[config.mk]
export PLATFORM = sky130hd
export DESIGN_NAME = mcu_io
export DESIGN_NICKNAME = d
export VERILOG_FILES = /design/src/hw/mcu_pkg.sv /design/src/hw/mcu_ifs.sv /design/src/hw/uart.sv /design/src/hw/io_regs.sv /design/src/hw/irq_ctrl.sv /design/src/hw/wb_scratch.sv /design/src/hw/mcu_io.sv
export VERILOG_INCLUDE_DIRS = /design/src /design/src/hw
export SDC_FILE = /design/constraint.sdc
export NUM_CORES = 1
export LEC_CHECK = 0
export ABC_CLOCK_PERIOD_IN_PS = 2800
export BUFFER_PORTS_ARGS = -buffer_cell sky130_fd_sc_hd__buf_2
export CORE_MARGIN = 2
export CORE_UTILIZATION = 39
export CTS_BUF_LIST = sky130_fd_sc_hd__clkbuf_2
export DETAILED_ROUTE_END_ITERATION = 7
export GPL_TIMING_DRIVEN = 0
export HOLD_SLACK_MARGIN = 0.03
export PLACE_DENSITY = 0.54
export SLEW_MARGIN = 5
export SYNTH_ARGS = -nofsm -noshare
export SYNTH_HDL_FRONTEND = slang
export SYNTH_HIERARCHICAL = 1
export SYNTH_SLANG_ARGS = --single-unit
[constraint.sdc]
create_clock -name clk -period 2.8 [get_ports clk]
set_input_delay 0.28 -clock clk [delete_from_list [all_inputs] [get_ports clk]]
set_output_delay 0.28 -clock clk [all_outputs]
set_load 0.02 [all_outputs]
[src/hw/mcu_macros.svh]
// ====================
// Widths are fixed by the J1 I/O strobe bus and the Wishbone master
// MCU_BIT_PERIOD is a simulation rate, raise it for real baud rates
// MCU_NIRQ and MCU_VEC_W must agree (vector 0 means no interrupt)
// ====================
`ifndef MCU_MACROS_SVH
`define MCU_MACROS_SVH

// CPU side
`define MCU_WIDTH      18   // Stack CPU cell width
`define MCU_IO_AW      4    // I/O register address bits

// Wishbone side
`define MCU_WB_AW      8    // Byte of address space
`define MCU_WB_DW      16   // Data width of the scratch peripheral

// UART
`define MCU_BIT_PERIOD 8    // Clocks per bit, at least 2

// Interrupts
`define MCU_NIRQ       3    // tx ready, rx full, wb done
`define MCU_VEC_W      2    // Enough for NIRQ plus the zero vector

`endif

[src/hw/mcu_pkg.sv]
// ====================
// Register map and FSM encodings for the I/O subsystem
// Addresses above IRQ_PEND read as zero
// ====================
`include "mcu_macros.svh"

package mcu_pkg;

  // CPU I/O register addresses
  typedef enum logic [`MCU_IO_AW-1:0] {
    UART_DATA = 0,  // Write sends, read pops
    UART_STAT = 1,  // bit0 tx ready, bit1 rx full
    WB_ADDR   = 2,
    WB_DATA   = 3,  // Write data, read result after a read cycle
    WB_CTRL   = 4,  // Write starts a cycle, bit0 selects write
    WB_STAT   = 5,  // bit0 busy
    IRQ_EN    = 6,  // Write only
    IRQ_PEND  = 7
  } io_reg_e;

  // Shared by UART transmitter and receiver
  typedef enum logic [1:0] {
    IDLE,
    START,
    DATA,
    STOP
  } uart_state_e;

  // Wishbone master
  typedef enum logic {
    WB_IDLE,
    WB_BUSY
  } wb_state_e;

endpackage

[src/hw/mcu_ifs.sv]
// ====================
// Byte stream between UART and register block, Wishbone classic bus
// No clock in either, both sides share the system clock
// ====================
`timescale 1ns/1ps
`include "mcu_macros.svh"

interface byte_stream_if;
  logic       tx_ready;  // Transmitter can take a byte
  logic       tx_wr;     // Byte offered, dropped if not ready
  logic [7:0] tx_data;
  logic       rx_full;   // Held until rx_rd
  logic [7:0] rx_data;   // Stable while rx_full
  logic       rx_rd;     // Pop strobe

  modport uart (output tx_ready, rx_full, rx_data, input tx_wr, tx_data, rx_rd);
  modport regs (input tx_ready, rx_full, rx_data, output tx_wr, tx_data, rx_rd);
endinterface

interface wb_if;
  logic [`MCU_WB_AW-1:0] adr;
  logic [`MCU_WB_DW-1:0] dat_w;  // Master to slave
  logic [`MCU_WB_DW-1:0] dat_r;  // Slave to master
  logic                  we;
  logic                  cyc;
  logic                  stb;
  logic                  ack;

  // Classic cycles only, no stall or err
  modport master (output adr, dat_w, we, cyc, stb, input dat_r, ack);
  modport slave (input adr, dat_w, we, cyc, stb, output dat_r, ack);
endinterface

[src/hw/uart.sv]
// ====================
// 8N1 UART, fixed bit period, no parity and no framing error flag
// rxd_i may be asynchronous, a byte arriving while full is lost
// ====================
`timescale 1ns/1ps
`include "mcu_macros.svh"

module uart (
  input  logic        clk,
  input  logic        rst_n,
  input  logic        rxd_i,  // Async serial in
  output logic        txd_o,  // Idles high
  byte_stream_if.uart bs
);

  localparam int BP = `MCU_BIT_PERIOD;
  localparam int CW = $clog2(BP);

  mcu_pkg::uart_state_e tx_state;
  logic [CW-1:0]        tx_cnt;    // Clocks within a bit
  logic [2:0]           tx_bit;    // Data bit index
  logic [7:0]           tx_shift;  // LSB goes out first
  logic                 tx_end;

  mcu_pkg::uart_state_e rx_state;
  logic [CW-1:0]        rx_cnt;
  logic [2:0]           rx_bit;
  logic [7:0]           rx_shift;
  logic                 rx_meta;   // First sync flop
  logic                 rx_sync;   // Safe to use
  logic                 rx_end;
  logic                 rx_full_q;
  logic [7:0]           rx_data_q;

  assign tx_end      = (tx_cnt == CW'(BP - 1));
  assign rx_end      = (rx_cnt == CW'(BP - 1));
  assign bs.tx_ready = (tx_state == mcu_pkg::IDLE);  // Low from accept to end of stop
  assign bs.rx_full  = rx_full_q;
  assign bs.rx_data  = rx_data_q;

  // Transmitter
  always_ff @(posedge clk or negedge rst_n) begin
    if (!rst_n) begin
      tx_state <= mcu_pkg::IDLE;
      tx_cnt   <= '0;
      tx_bit   <= '0;
      tx_shift <= '0;
      txd_o    <= 1'b1;
    end else begin
      tx_cnt <= tx_end ? '0 : tx_cnt + 1'b1;
      case (tx_state)
        mcu_pkg::IDLE: begin
          tx_cnt <= '0;
          if (bs.tx_wr) begin             // Ready is implied in IDLE
            tx_shift <= bs.tx_data;
            txd_o    <= 1'b0;             // Start bit
            tx_state <= mcu_pkg::START;
          end
        end
        mcu_pkg::START: if (tx_end) begin
          txd_o    <= tx_shift[0];
          tx_shift <= tx_shift >> 1;
          tx_bit   <= '0;
          tx_state <= mcu_pkg::DATA;
        end
        mcu_pkg::DATA: if (tx_end) begin
          if (tx_bit == 3'd7) begin
            txd_o    <= 1'b1;             // Stop bit
            tx_state <= mcu_pkg::STOP;
          end else begin
            txd_o    <= tx_shift[0];
            tx_shift <= tx_shift >> 1;
            tx_bit   <= tx_bit + 1'b1;
          end
        end
        mcu_pkg::STOP: if (tx_end) tx_state <= mcu_pkg::IDLE;
        default: tx_state <= mcu_pkg::IDLE;
      endcase
    end
  end

  // Receiver, sampled at mid-bit
  always_ff @(posedge clk or negedge rst_n) begin
    if (!rst_n) begin
      rx_meta   <= 1'b1;
      rx_sync   <= 1'b1;
      rx_state  <= mcu_pkg::IDLE;
      rx_cnt    <= '0;
      rx_bit    <= '0;
      rx_shift  <= '0;
      rx_full_q <= 1'b0;
      rx_data_q <= '0;
    end else begin
      rx_meta <= rxd_i;
      rx_sync <= rx_meta;
      if (bs.rx_rd) rx_full_q <= 1'b0;    // Pop
      rx_cnt <= rx_end ? '0 : rx_cnt + 1'b1;
      case (rx_state)
        mcu_pkg::IDLE: begin
          rx_cnt <= '0;
          if (!rx_sync) rx_state <= mcu_pkg::START;  // Falling edge
        end
        mcu_pkg::START: if (rx_cnt == CW'(BP / 2 - 1)) begin
          rx_cnt   <= '0;                 // Realign to mid-bit
          rx_bit   <= '0;
          rx_state <= rx_sync ? mcu_pkg::IDLE : mcu_pkg::DATA;  // Glitch rejected
        end
        mcu_pkg::DATA: if (rx_end) begin
          rx_shift <= {rx_sync, rx_shift[7:1]};
          rx_bit   <= rx_bit + 1'b1;
          if (rx_bit == 3'd7) rx_state <= mcu_pkg::STOP;
        end
        mcu_pkg::STOP: if (rx_end) begin  // Middle of stop bit
          rx_state <= mcu_pkg::IDLE;
          if (!rx_full_q) begin           // Else the new byte is dropped
            rx_full_q <= 1'b1;
            rx_data_q <= rx_shift;
          end
        end
        default: rx_state <= mcu_pkg::IDLE;
      endcase
    end
  end

endmodule

[src/hw/io_regs.sv]
// ====================
// CPU I/O register block, reads are registered one cycle late
// WB_ADDR and WB_DATA writes are ignored while a cycle is busy
// ====================
`timescale 1ns/1ps
`include "mcu_macros.svh"

module io_regs (
  input  logic                  clk,
  input  logic                  rst_n,
  input  logic                  io_rd_i,
  input  logic                  io_wr_i,
  input  logic [`MCU_IO_AW-1:0] io_addr_i,
  input  logic [`MCU_WIDTH-1:0] io_din_i,
  output logic [`MCU_WIDTH-1:0] io_dout_o,   // Held until next read
  byte_stream_if.regs           bs,
  wb_if.master                  wb,
  output logic                  src_tx_o,    // Interrupt source strobes
  output logic                  src_rx_o,
  output logic                  src_wb_o,
  output logic                  irq_en_wr_o,
  output logic [`MCU_NIRQ-1:0]  irq_en_o,
  input  logic [`MCU_NIRQ-1:0]  irq_pend_i
);

  localparam int W = `MCU_WIDTH;

  mcu_pkg::io_reg_e      reg_sel;
  mcu_pkg::wb_state_e    wb_state;
  logic [`MCU_WB_AW-1:0] wb_adr_q;
  logic [`MCU_WB_DW-1:0] wb_data_q;   // Write data or read result
  logic                  wb_we_q;
  logic                  wb_busy;
  logic                  tx_ready_d;  // For edge detect
  logic                  rx_full_d;
  logic [W-1:0]          rd_mux;

  assign reg_sel = mcu_pkg::io_reg_e'(io_addr_i);
  assign wb_busy = (wb_state == mcu_pkg::WB_BUSY);

  // UART side
  assign bs.tx_wr   = io_wr_i && (reg_sel == mcu_pkg::UART_DATA);
  assign bs.tx_data = io_din_i[7:0];
  assign bs.rx_rd   = io_rd_i && (reg_sel == mcu_pkg::UART_DATA);  // Read pops

  // Enable register lives in irq_ctrl
  assign irq_en_wr_o = io_wr_i && (reg_sel == mcu_pkg::IRQ_EN);
  assign irq_en_o    = io_din_i[`MCU_NIRQ-1:0];

  // cyc and stb together for the whole cycle
  assign wb.adr   = wb_adr_q;
  assign wb.dat_w = wb_data_q;
  assign wb.we    = wb_we_q;
  assign wb.cyc   = wb_busy;
  assign wb.stb   = wb_busy;

  assign src_tx_o = bs.tx_ready & ~tx_ready_d;  // Rising edges only
  assign src_rx_o = bs.rx_full & ~rx_full_d;
  assign src_wb_o = wb.ack & wb_busy;           // Ack is one cycle wide

  always_comb begin
    rd_mux = '0;
    case (reg_sel)
      mcu_pkg::UART_DATA: rd_mux = W'(bs.rx_data);
      mcu_pkg::UART_STAT: rd_mux = W'({bs.rx_full, bs.tx_ready});
      mcu_pkg::WB_ADDR:   rd_mux = W'(wb_adr_q);
      mcu_pkg::WB_DATA:   rd_mux = W'(wb_data_q);
      mcu_pkg::WB_CTRL:   rd_mux = W'(wb_we_q);
      mcu_pkg::WB_STAT:   rd_mux = W'(wb_busy);
      mcu_pkg::IRQ_PEND:  rd_mux = W'(irq_pend_i);
      default:            rd_mux = '0;  // IRQ_EN and unmapped
    endcase
  end

  always_ff @(posedge clk or negedge rst_n) begin
    if (!rst_n) begin
      io_dout_o  <= '0;
      tx_ready_d <= 1'b1;  // No tx strobe out of reset
      rx_full_d  <= 1'b0;
    end else begin
      tx_ready_d <= bs.tx_ready;
      rx_full_d  <= bs.rx_full;
      if (io_rd_i) io_dout_o <= rd_mux;
    end
  end

  // Wishbone master
  always_ff @(posedge clk or negedge rst_n) begin
    if (!rst_n) begin
      wb_state  <= mcu_pkg::WB_IDLE;
      wb_adr_q  <= '0;
      wb_data_q <= '0;
      wb_we_q   <= 1'b0;
    end else begin
      case (wb_state)
        mcu_pkg::WB_IDLE: begin
          if (io_wr_i && reg_sel == mcu_pkg::WB_ADDR) wb_adr_q <= io_din_i[`MCU_WB_AW-1:0];
          if (io_wr_i && reg_sel == mcu_pkg::WB_DATA) wb_data_q <= io_din_i[`MCU_WB_DW-1:0];
          if (io_wr_i && reg_sel == mcu_pkg::WB_CTRL) begin
            wb_we_q  <= io_din_i[0];
            wb_state <= mcu_pkg::WB_BUSY;  // cyc/stb next cycle
          end
        end
        mcu_pkg::WB_BUSY: if (wb.ack) begin
          if (!wb_we_q) wb_data_q <= wb.dat_r;  // Read result
          wb_state <= mcu_pkg::WB_IDLE;         // Busy drops after ack
        end
        default: wb_state <= mcu_pkg::WB_IDLE;
      endcase
    end
  end

endmodule

[src/hw/irq_ctrl.sv]
// ====================
// Pending bit n-1 belongs to vector n and the highest vector wins
// A source strobe beats an acknowledge of the same bit
// ====================
`timescale 1ns/1ps
`include "mcu_macros.svh"

module irq_ctrl (
  input  logic                  clk,
  input  logic                  rst_n,
  input  logic [`MCU_NIRQ-1:0]  src_i,    // Single-cycle strobes
  input  logic                  en_wr_i,
  input  logic [`MCU_NIRQ-1:0]  en_i,
  input  logic                  iack_i,   // Clears current vector
  output logic [`MCU_NIRQ-1:0]  pend_o,
  output logic                  irq_o,
  output logic [`MCU_VEC_W-1:0] ivec_o    // 0 when nothing pending
);

  localparam int N  = `MCU_NIRQ;
  localparam int VW = `MCU_VEC_W;

  logic [N-1:0] pend_q;
  logic [N-1:0] en_q;
  logic [N-1:0] act;   // Pending and enabled
  logic [N-1:0] clr;   // One-hot ack clear

  assign act    = pend_q & en_q;
  assign pend_o = pend_q;
  assign irq_o  = |act;  // Any source pending and enabled

  // Priority encoder where later hits override earlier ones
  always_comb begin
    ivec_o = '0;
    for (int i = 0; i < N; i++) begin
      if (act[i]) ivec_o = VW'(i + 1);
    end
  end

  always_comb begin
    for (int i = 0; i < N; i++) begin
      clr[i] = iack_i && (ivec_o == VW'(i + 1));
    end
  end

  always_ff @(posedge clk or negedge rst_n) begin
    if (!rst_n) begin
      pend_q <= '0;
      en_q   <= '0;
    end else begin
      if (en_wr_i) en_q <= en_i;
      pend_q <= (pend_q & ~clr) | src_i;  // Set wins over clear
    end
  end

endmodule

[src/hw/wb_scratch.sv]
// ====================
// Two scratch registers on adr[0], other upper bits read inverted
// Ack comes one cycle after stb, classic cycles only
// ====================
`timescale 1ns/1ps
`include "mcu_macros.svh"

module wb_scratch (
  input  logic  clk,
  input  logic  rst_n,
  wb_if.slave   wb
);

  logic [`MCU_WB_DW-1:0] regs [2];
  logic                  ack_q;
  logic                  sel;    // Register select
  logic                  upper;  // Any upper address bit set

  assign sel      = wb.adr[0];
  assign upper    = |wb.adr[`MCU_WB_AW-1:1];
  assign wb.dat_r = upper ? ~regs[sel] : regs[sel];  // Distinct alias view
  assign wb.ack   = ack_q;

  always_ff @(posedge clk or negedge rst_n) begin
    if (!rst_n) begin
      ack_q   <= 1'b0;
      regs[0] <= '0;
      regs[1] <= '0;
    end else begin
      ack_q <= wb.cyc & wb.stb & ~ack_q;  // Delayed stb, one pulse per cycle
      if (wb.cyc && wb.stb && wb.we && !ack_q) regs[sel] <= wb.dat_w;  // Write once
    end
  end

endmodule

[src/hw/mcu_io.sv]
// ====================
// I/O side of the MCU, CPU not included
// The I/O strobe bus is driven from outside at the plain ports
// ====================
`timescale 1ns/1ps
`include "mcu_macros.svh"

module mcu_io (
  input  logic                  clk,
  input  logic                  rst_n,
  input  logic                  io_rd_i,    // CPU read strobe
  input  logic                  io_wr_i,    // CPU write strobe
  input  logic [`MCU_IO_AW-1:0] io_addr_i,
  input  logic [`MCU_WIDTH-1:0] io_din_i,
  output logic [`MCU_WIDTH-1:0] io_dout_o,  // Valid the cycle after io_rd_i
  input  logic                  iack_i,
  output logic                  irq_o,
  output logic [`MCU_VEC_W-1:0] ivec_o,
  input  logic                  rxd_i,      // Async
  output logic                  txd_o
);

  byte_stream_if bs ();
  wb_if          wb ();

  logic                 src_tx;
  logic                 src_rx;
  logic                 src_wb;
  logic                 irq_en_wr;
  logic [`MCU_NIRQ-1:0] irq_en;
  logic [`MCU_NIRQ-1:0] irq_pend;

  uart u_uart (
    .clk   (clk),
    .rst_n (rst_n),
    .rxd_i (rxd_i),
    .txd_o (txd_o),
    .bs    (bs)
  );

  io_regs u_io_regs (
    .clk         (clk),
    .rst_n       (rst_n),
    .io_rd_i     (io_rd_i),
    .io_wr_i     (io_wr_i),
    .io_addr_i   (io_addr_i),
    .io_din_i    (io_din_i),
    .io_dout_o   (io_dout_o),
    .bs          (bs),
    .wb          (wb),
    .src_tx_o    (src_tx),
    .src_rx_o    (src_rx),
    .src_wb_o    (src_wb),
    .irq_en_wr_o (irq_en_wr),
    .irq_en_o    (irq_en),
    .irq_pend_i  (irq_pend)
  );

  // Bit order sets vectors 1, 2, 3
  irq_ctrl u_irq_ctrl (
    .clk     (clk),
    .rst_n   (rst_n),
    .src_i   ({src_wb, src_rx, src_tx}),
    .en_wr_i (irq_en_wr),
    .en_i    (irq_en),
    .iack_i  (iack_i),
    .pend_o  (irq_pend),
    .irq_o   (irq_o),
    .ivec_o  (ivec_o)
  );

  wb_scratch u_wb_scratch (
    .clk   (clk),
    .rst_n (rst_n),
    .wb    (wb)
  );

endmodule

==> metrics.txt <==
TritonCTS buffer count=17; Hold Fails Final Rpt=0; CP startpoint kind=flop; post-route setup slack=approximately 540 ps; status=completed; Starting Density=~40%; total chip power=about 5000 uW; core area=15770 um^2; Total Nets Final=641; Die Area=between 15000 and 20000 um^2; largest net degree at the start of global routing=90; Buffers & Inverters on Critical Path=1; DPL Wire Length=9222 um; Primary FF master, synth=dfrtp_1; Routed WL=~13000 um; crit path cell chain=inv_1, ha_1, o21ba_4, a2111oi_4, mux2_2; leak pwr=0.003451 uW; Final GP Congestion=slightly below 0.8; Rel. slew slack=between 50% and 60%; CP Launch Point=u_uart/tx_state[0]; clk slew on worst S/H paths=~180 ps; clock latency on the worst-skew pair=roughly 700 ps; HP Class=input port to flop; setup bufs post-CTS=0; final worst clock skew=about 29 ps; # resized after CTS=0; async set or reset register ratio after synthesis=between 90% and 100%; Syn Inst Count=508; CP delay by family, top=compound AO/OA/AOI/OAI gates; share of layout cells above drive strength 1=~33%; r2r startpoint=u_uart/tx_state[0]; fmax=roughly 440 MHz; Post-Synthesis Mean Instance Area=12.31 um^2; critical path depth=5; YS warnings=6; Max Root-Sink Buffers=2; clock sinks=roughly 130; Final Max Slew Viols=0; Die W=between 100 and 150 um; CP max-delay cell=a2111oi_4; Setup violations, final=0; router iterations before antenna repair=4; Yosys cell types=54; CP endpoint=u_uart/tx_shift[4]; crit path kind=flop to flop; GRT overflow=0; GRT Util Overall=~17%; Post-Syn Area=6253 um^2; Die Y-Extent=about 130 um; I/O pins=50; CTS tree=built; number of remaining DRC errors=0; CP peak stage delay=between 600 and 700 ps; DR vias=just over 4000; row count=46; CP endpoint kind=flop; input/output buffers=42; final core occ=between 40% and 50%; synthesis-to-layout area growth=14.95%; max-cap violation count=0; Final period util=between 80% and 90%; wire length of the first global-routing pass=21800 um; Max FO, Critical Path=8; cell area power density=between 600 and 700 nW/um^2; 1st-iter DRT viols=between 200 and 300; #FFs+latches synth=between 100 and 150; r2r endpoint=u_uart/tx_shift[4]; clock root cell=clkbuf_2; number of vias per cell=roughly 4.9; antenna viol nets, final=0; wire length per cell=between 15 and 20 um; maximum VDD drop=~0.00024 V; RSZ-0062 raised after global routing=false; crit path time final=2263 ps; vias in the first global route=~4100; initial antenna violation count=1; EDFF count, synth=0; Worst R2R Path Depth=5; post-synthesis sequential area ratio=roughly 51%; critical path arrival=between 2000 and 3000 ps; setup slack, reg-to-reg=roughly 540 ps; worst slack at placement=roughly 430 ps; H-tree levels=4; worst-margin pin slew=approximately 680 ps; WP data required=3390 ps
cell type report:
type	instances	area, um^2
flip-flops and latches	127	3183
inverters	28	105.1
diodes	1	2.502
multi-input cells	317	2698
plain buffers	37	271.5
well taps	216	270.3
repair buffers	68	504.2
fillers	1541	8582
clock inverters	6	23.77
clock buffers	26	130.1
how the worst min path moves through the flow:
stage | start | to | depth (start not counted)
global placement | u_uart/rx_meta | u_uart/rx_sync | 0
CTS | rst_n | u_uart/rx_meta | 2
finish | io_addr_i[3] | u_io_regs/io_dout_o[1] | 4
global route | io_wr_i | u_irq_ctrl/en_q[1] | 3
floorplan | rst_n | u_io_regs/io_dout_o[0] | 0
detailed placement | rst_n | u_io_regs/io_dout_o[12] | 1
registers in the layout (all words and copies together) (netlist names), 2 cells and up, named ones only:
| register | count |
|---|---|
| u_uart/tx_bit | 3 |
| u_uart/tx_state | 2 |
| u_uart/tx_shift | 8 |
| u_uart/rx_bit | 3 |
| u_irq_ctrl/pend_o | 3 |
| u_uart/rx_cnt | 3 |
| u_uart/rx_shift | 8 |
| u_uart/tx_cnt | 3 |
| u_wb_scratch/regs | 32 |
| u_io_regs/wb.adr | 8 |
| u_irq_ctrl/en_q | 3 |
| u_io_regs/io_dout_o | 16 |
| u_io_regs/wb.dat_w | 16 |
| u_uart/bs.rx_data | 8 |
worst min-delay path: stages:
cell and delay (ps):
buf_2 150, nand2b_1 120, o221a_2 210, o22ai_1 60
Yosys cell counts, drive strengths merged (2+ instances only):
master,n,area (um^2)
mux2i,39,390.4
a22oi,5,37.54
a21oi,22,110.1
and2,2,12.51
nor3b,3,22.52
a31oi,3,18.77
mux2,84,983.4
nand3,15,85.08
o22ai,10,62.56
nand2,17,63.81
inv,28,105.1
a21o,3,22.52
nand2b,3,18.77
o21ai,14,73.82
buf,31,249.0
xnor2,16,140.1
nor3,5,30.03
clkbuf,6,22.52
nor2b,11,71.32
nor2,21,81.33
and3,3,18.77
dfstp,4,105.1
dfrtp,123,3078
nand3b,4,30.03
a22o,2,35.03
ha,17,212.7
report_power, final:
| part | total, uW | switching [uW] | leakage (uW) | internal (uW) |
|---|---|---|---|---|
| sequential | 2610 | 363 | 0.00163 | 2240 |
| clock | 873 | 625 | 0.000120 | 248 |
| combinational | 1450 | 690 | 0.00170 | 762 |
cells by family (layout without fill, tap and decap cells):
family | after synthesis | after routing | synth area share [%]
AO/OA/AOI/OAI | 67 | 67 | 7.303
XOR/XNOR | 16 | 16 | 2.241
adder cells (fa/ha/maj) | 17 | 17 | 3.401
buffers and inverters | 65 | 165 | 6.022
flip-flops | 127 | 127 | 50.90
multiplexers | 123 | 123 | 21.97
other | 1 | 3 | 0.05997
AND/OR/NAND/NOR | 92 | 92 | 8.104
metal layers:
layer | global-route usage [%] | vias up | wire length, um
met5 | 0 | - | 0
met4 | 6.446 | 0 | 187
met3 | 4.275 | 14 | 363
met2 | 26.93 | 57 | 6146
met1 | 23.01 | 2035 | 6557
li1 | - | 1936 | -
layout by cell type, fill, tap and decap left out, types with 6 or more instances in the layout:
master,netlist,final
dfrtp_1,123,123
mux2_2,74,74
buf_2,4,45
mux2i_1,39,39
inv_1,27,27
clkbuf_2,0,26
dlygate4sd3_1,0,24
a21oi_1,22,22
nor2_1,20,20
buf_4,19,19
nand2_1,17,17
ha_1,17,17
xnor2_1,16,16
nand3_1,13,13
o21ai_0,13,13
nor2b_1,10,10
o22ai_1,10,10
mux2_4,10,10
buf_6,6,7
clkbuf_1,6,6
through the flow:
stage / TNS, ps / instance area, um^2 / hold WS, ps / cells
floorplan: 0 / 6257 / -15.59 / 509
global placement: -28020 / 6738 / 348.3 / 767
detailed placement: 0 / 6771 / 217.6 / 768
CTS: 0 / 7176 / 39.01 / 824
global route: 0 / 7188 / 36.60 / 826
finish: 0 / 7188 / 121.7 / 826
what timing repair did:
action                                  CTS  global route
endpoints found under the setup margin    0             0
endpoints found under the hold margin   168             3
hold buffers                             24             1
Note: power is estimated with default switching activity, not from simulation.
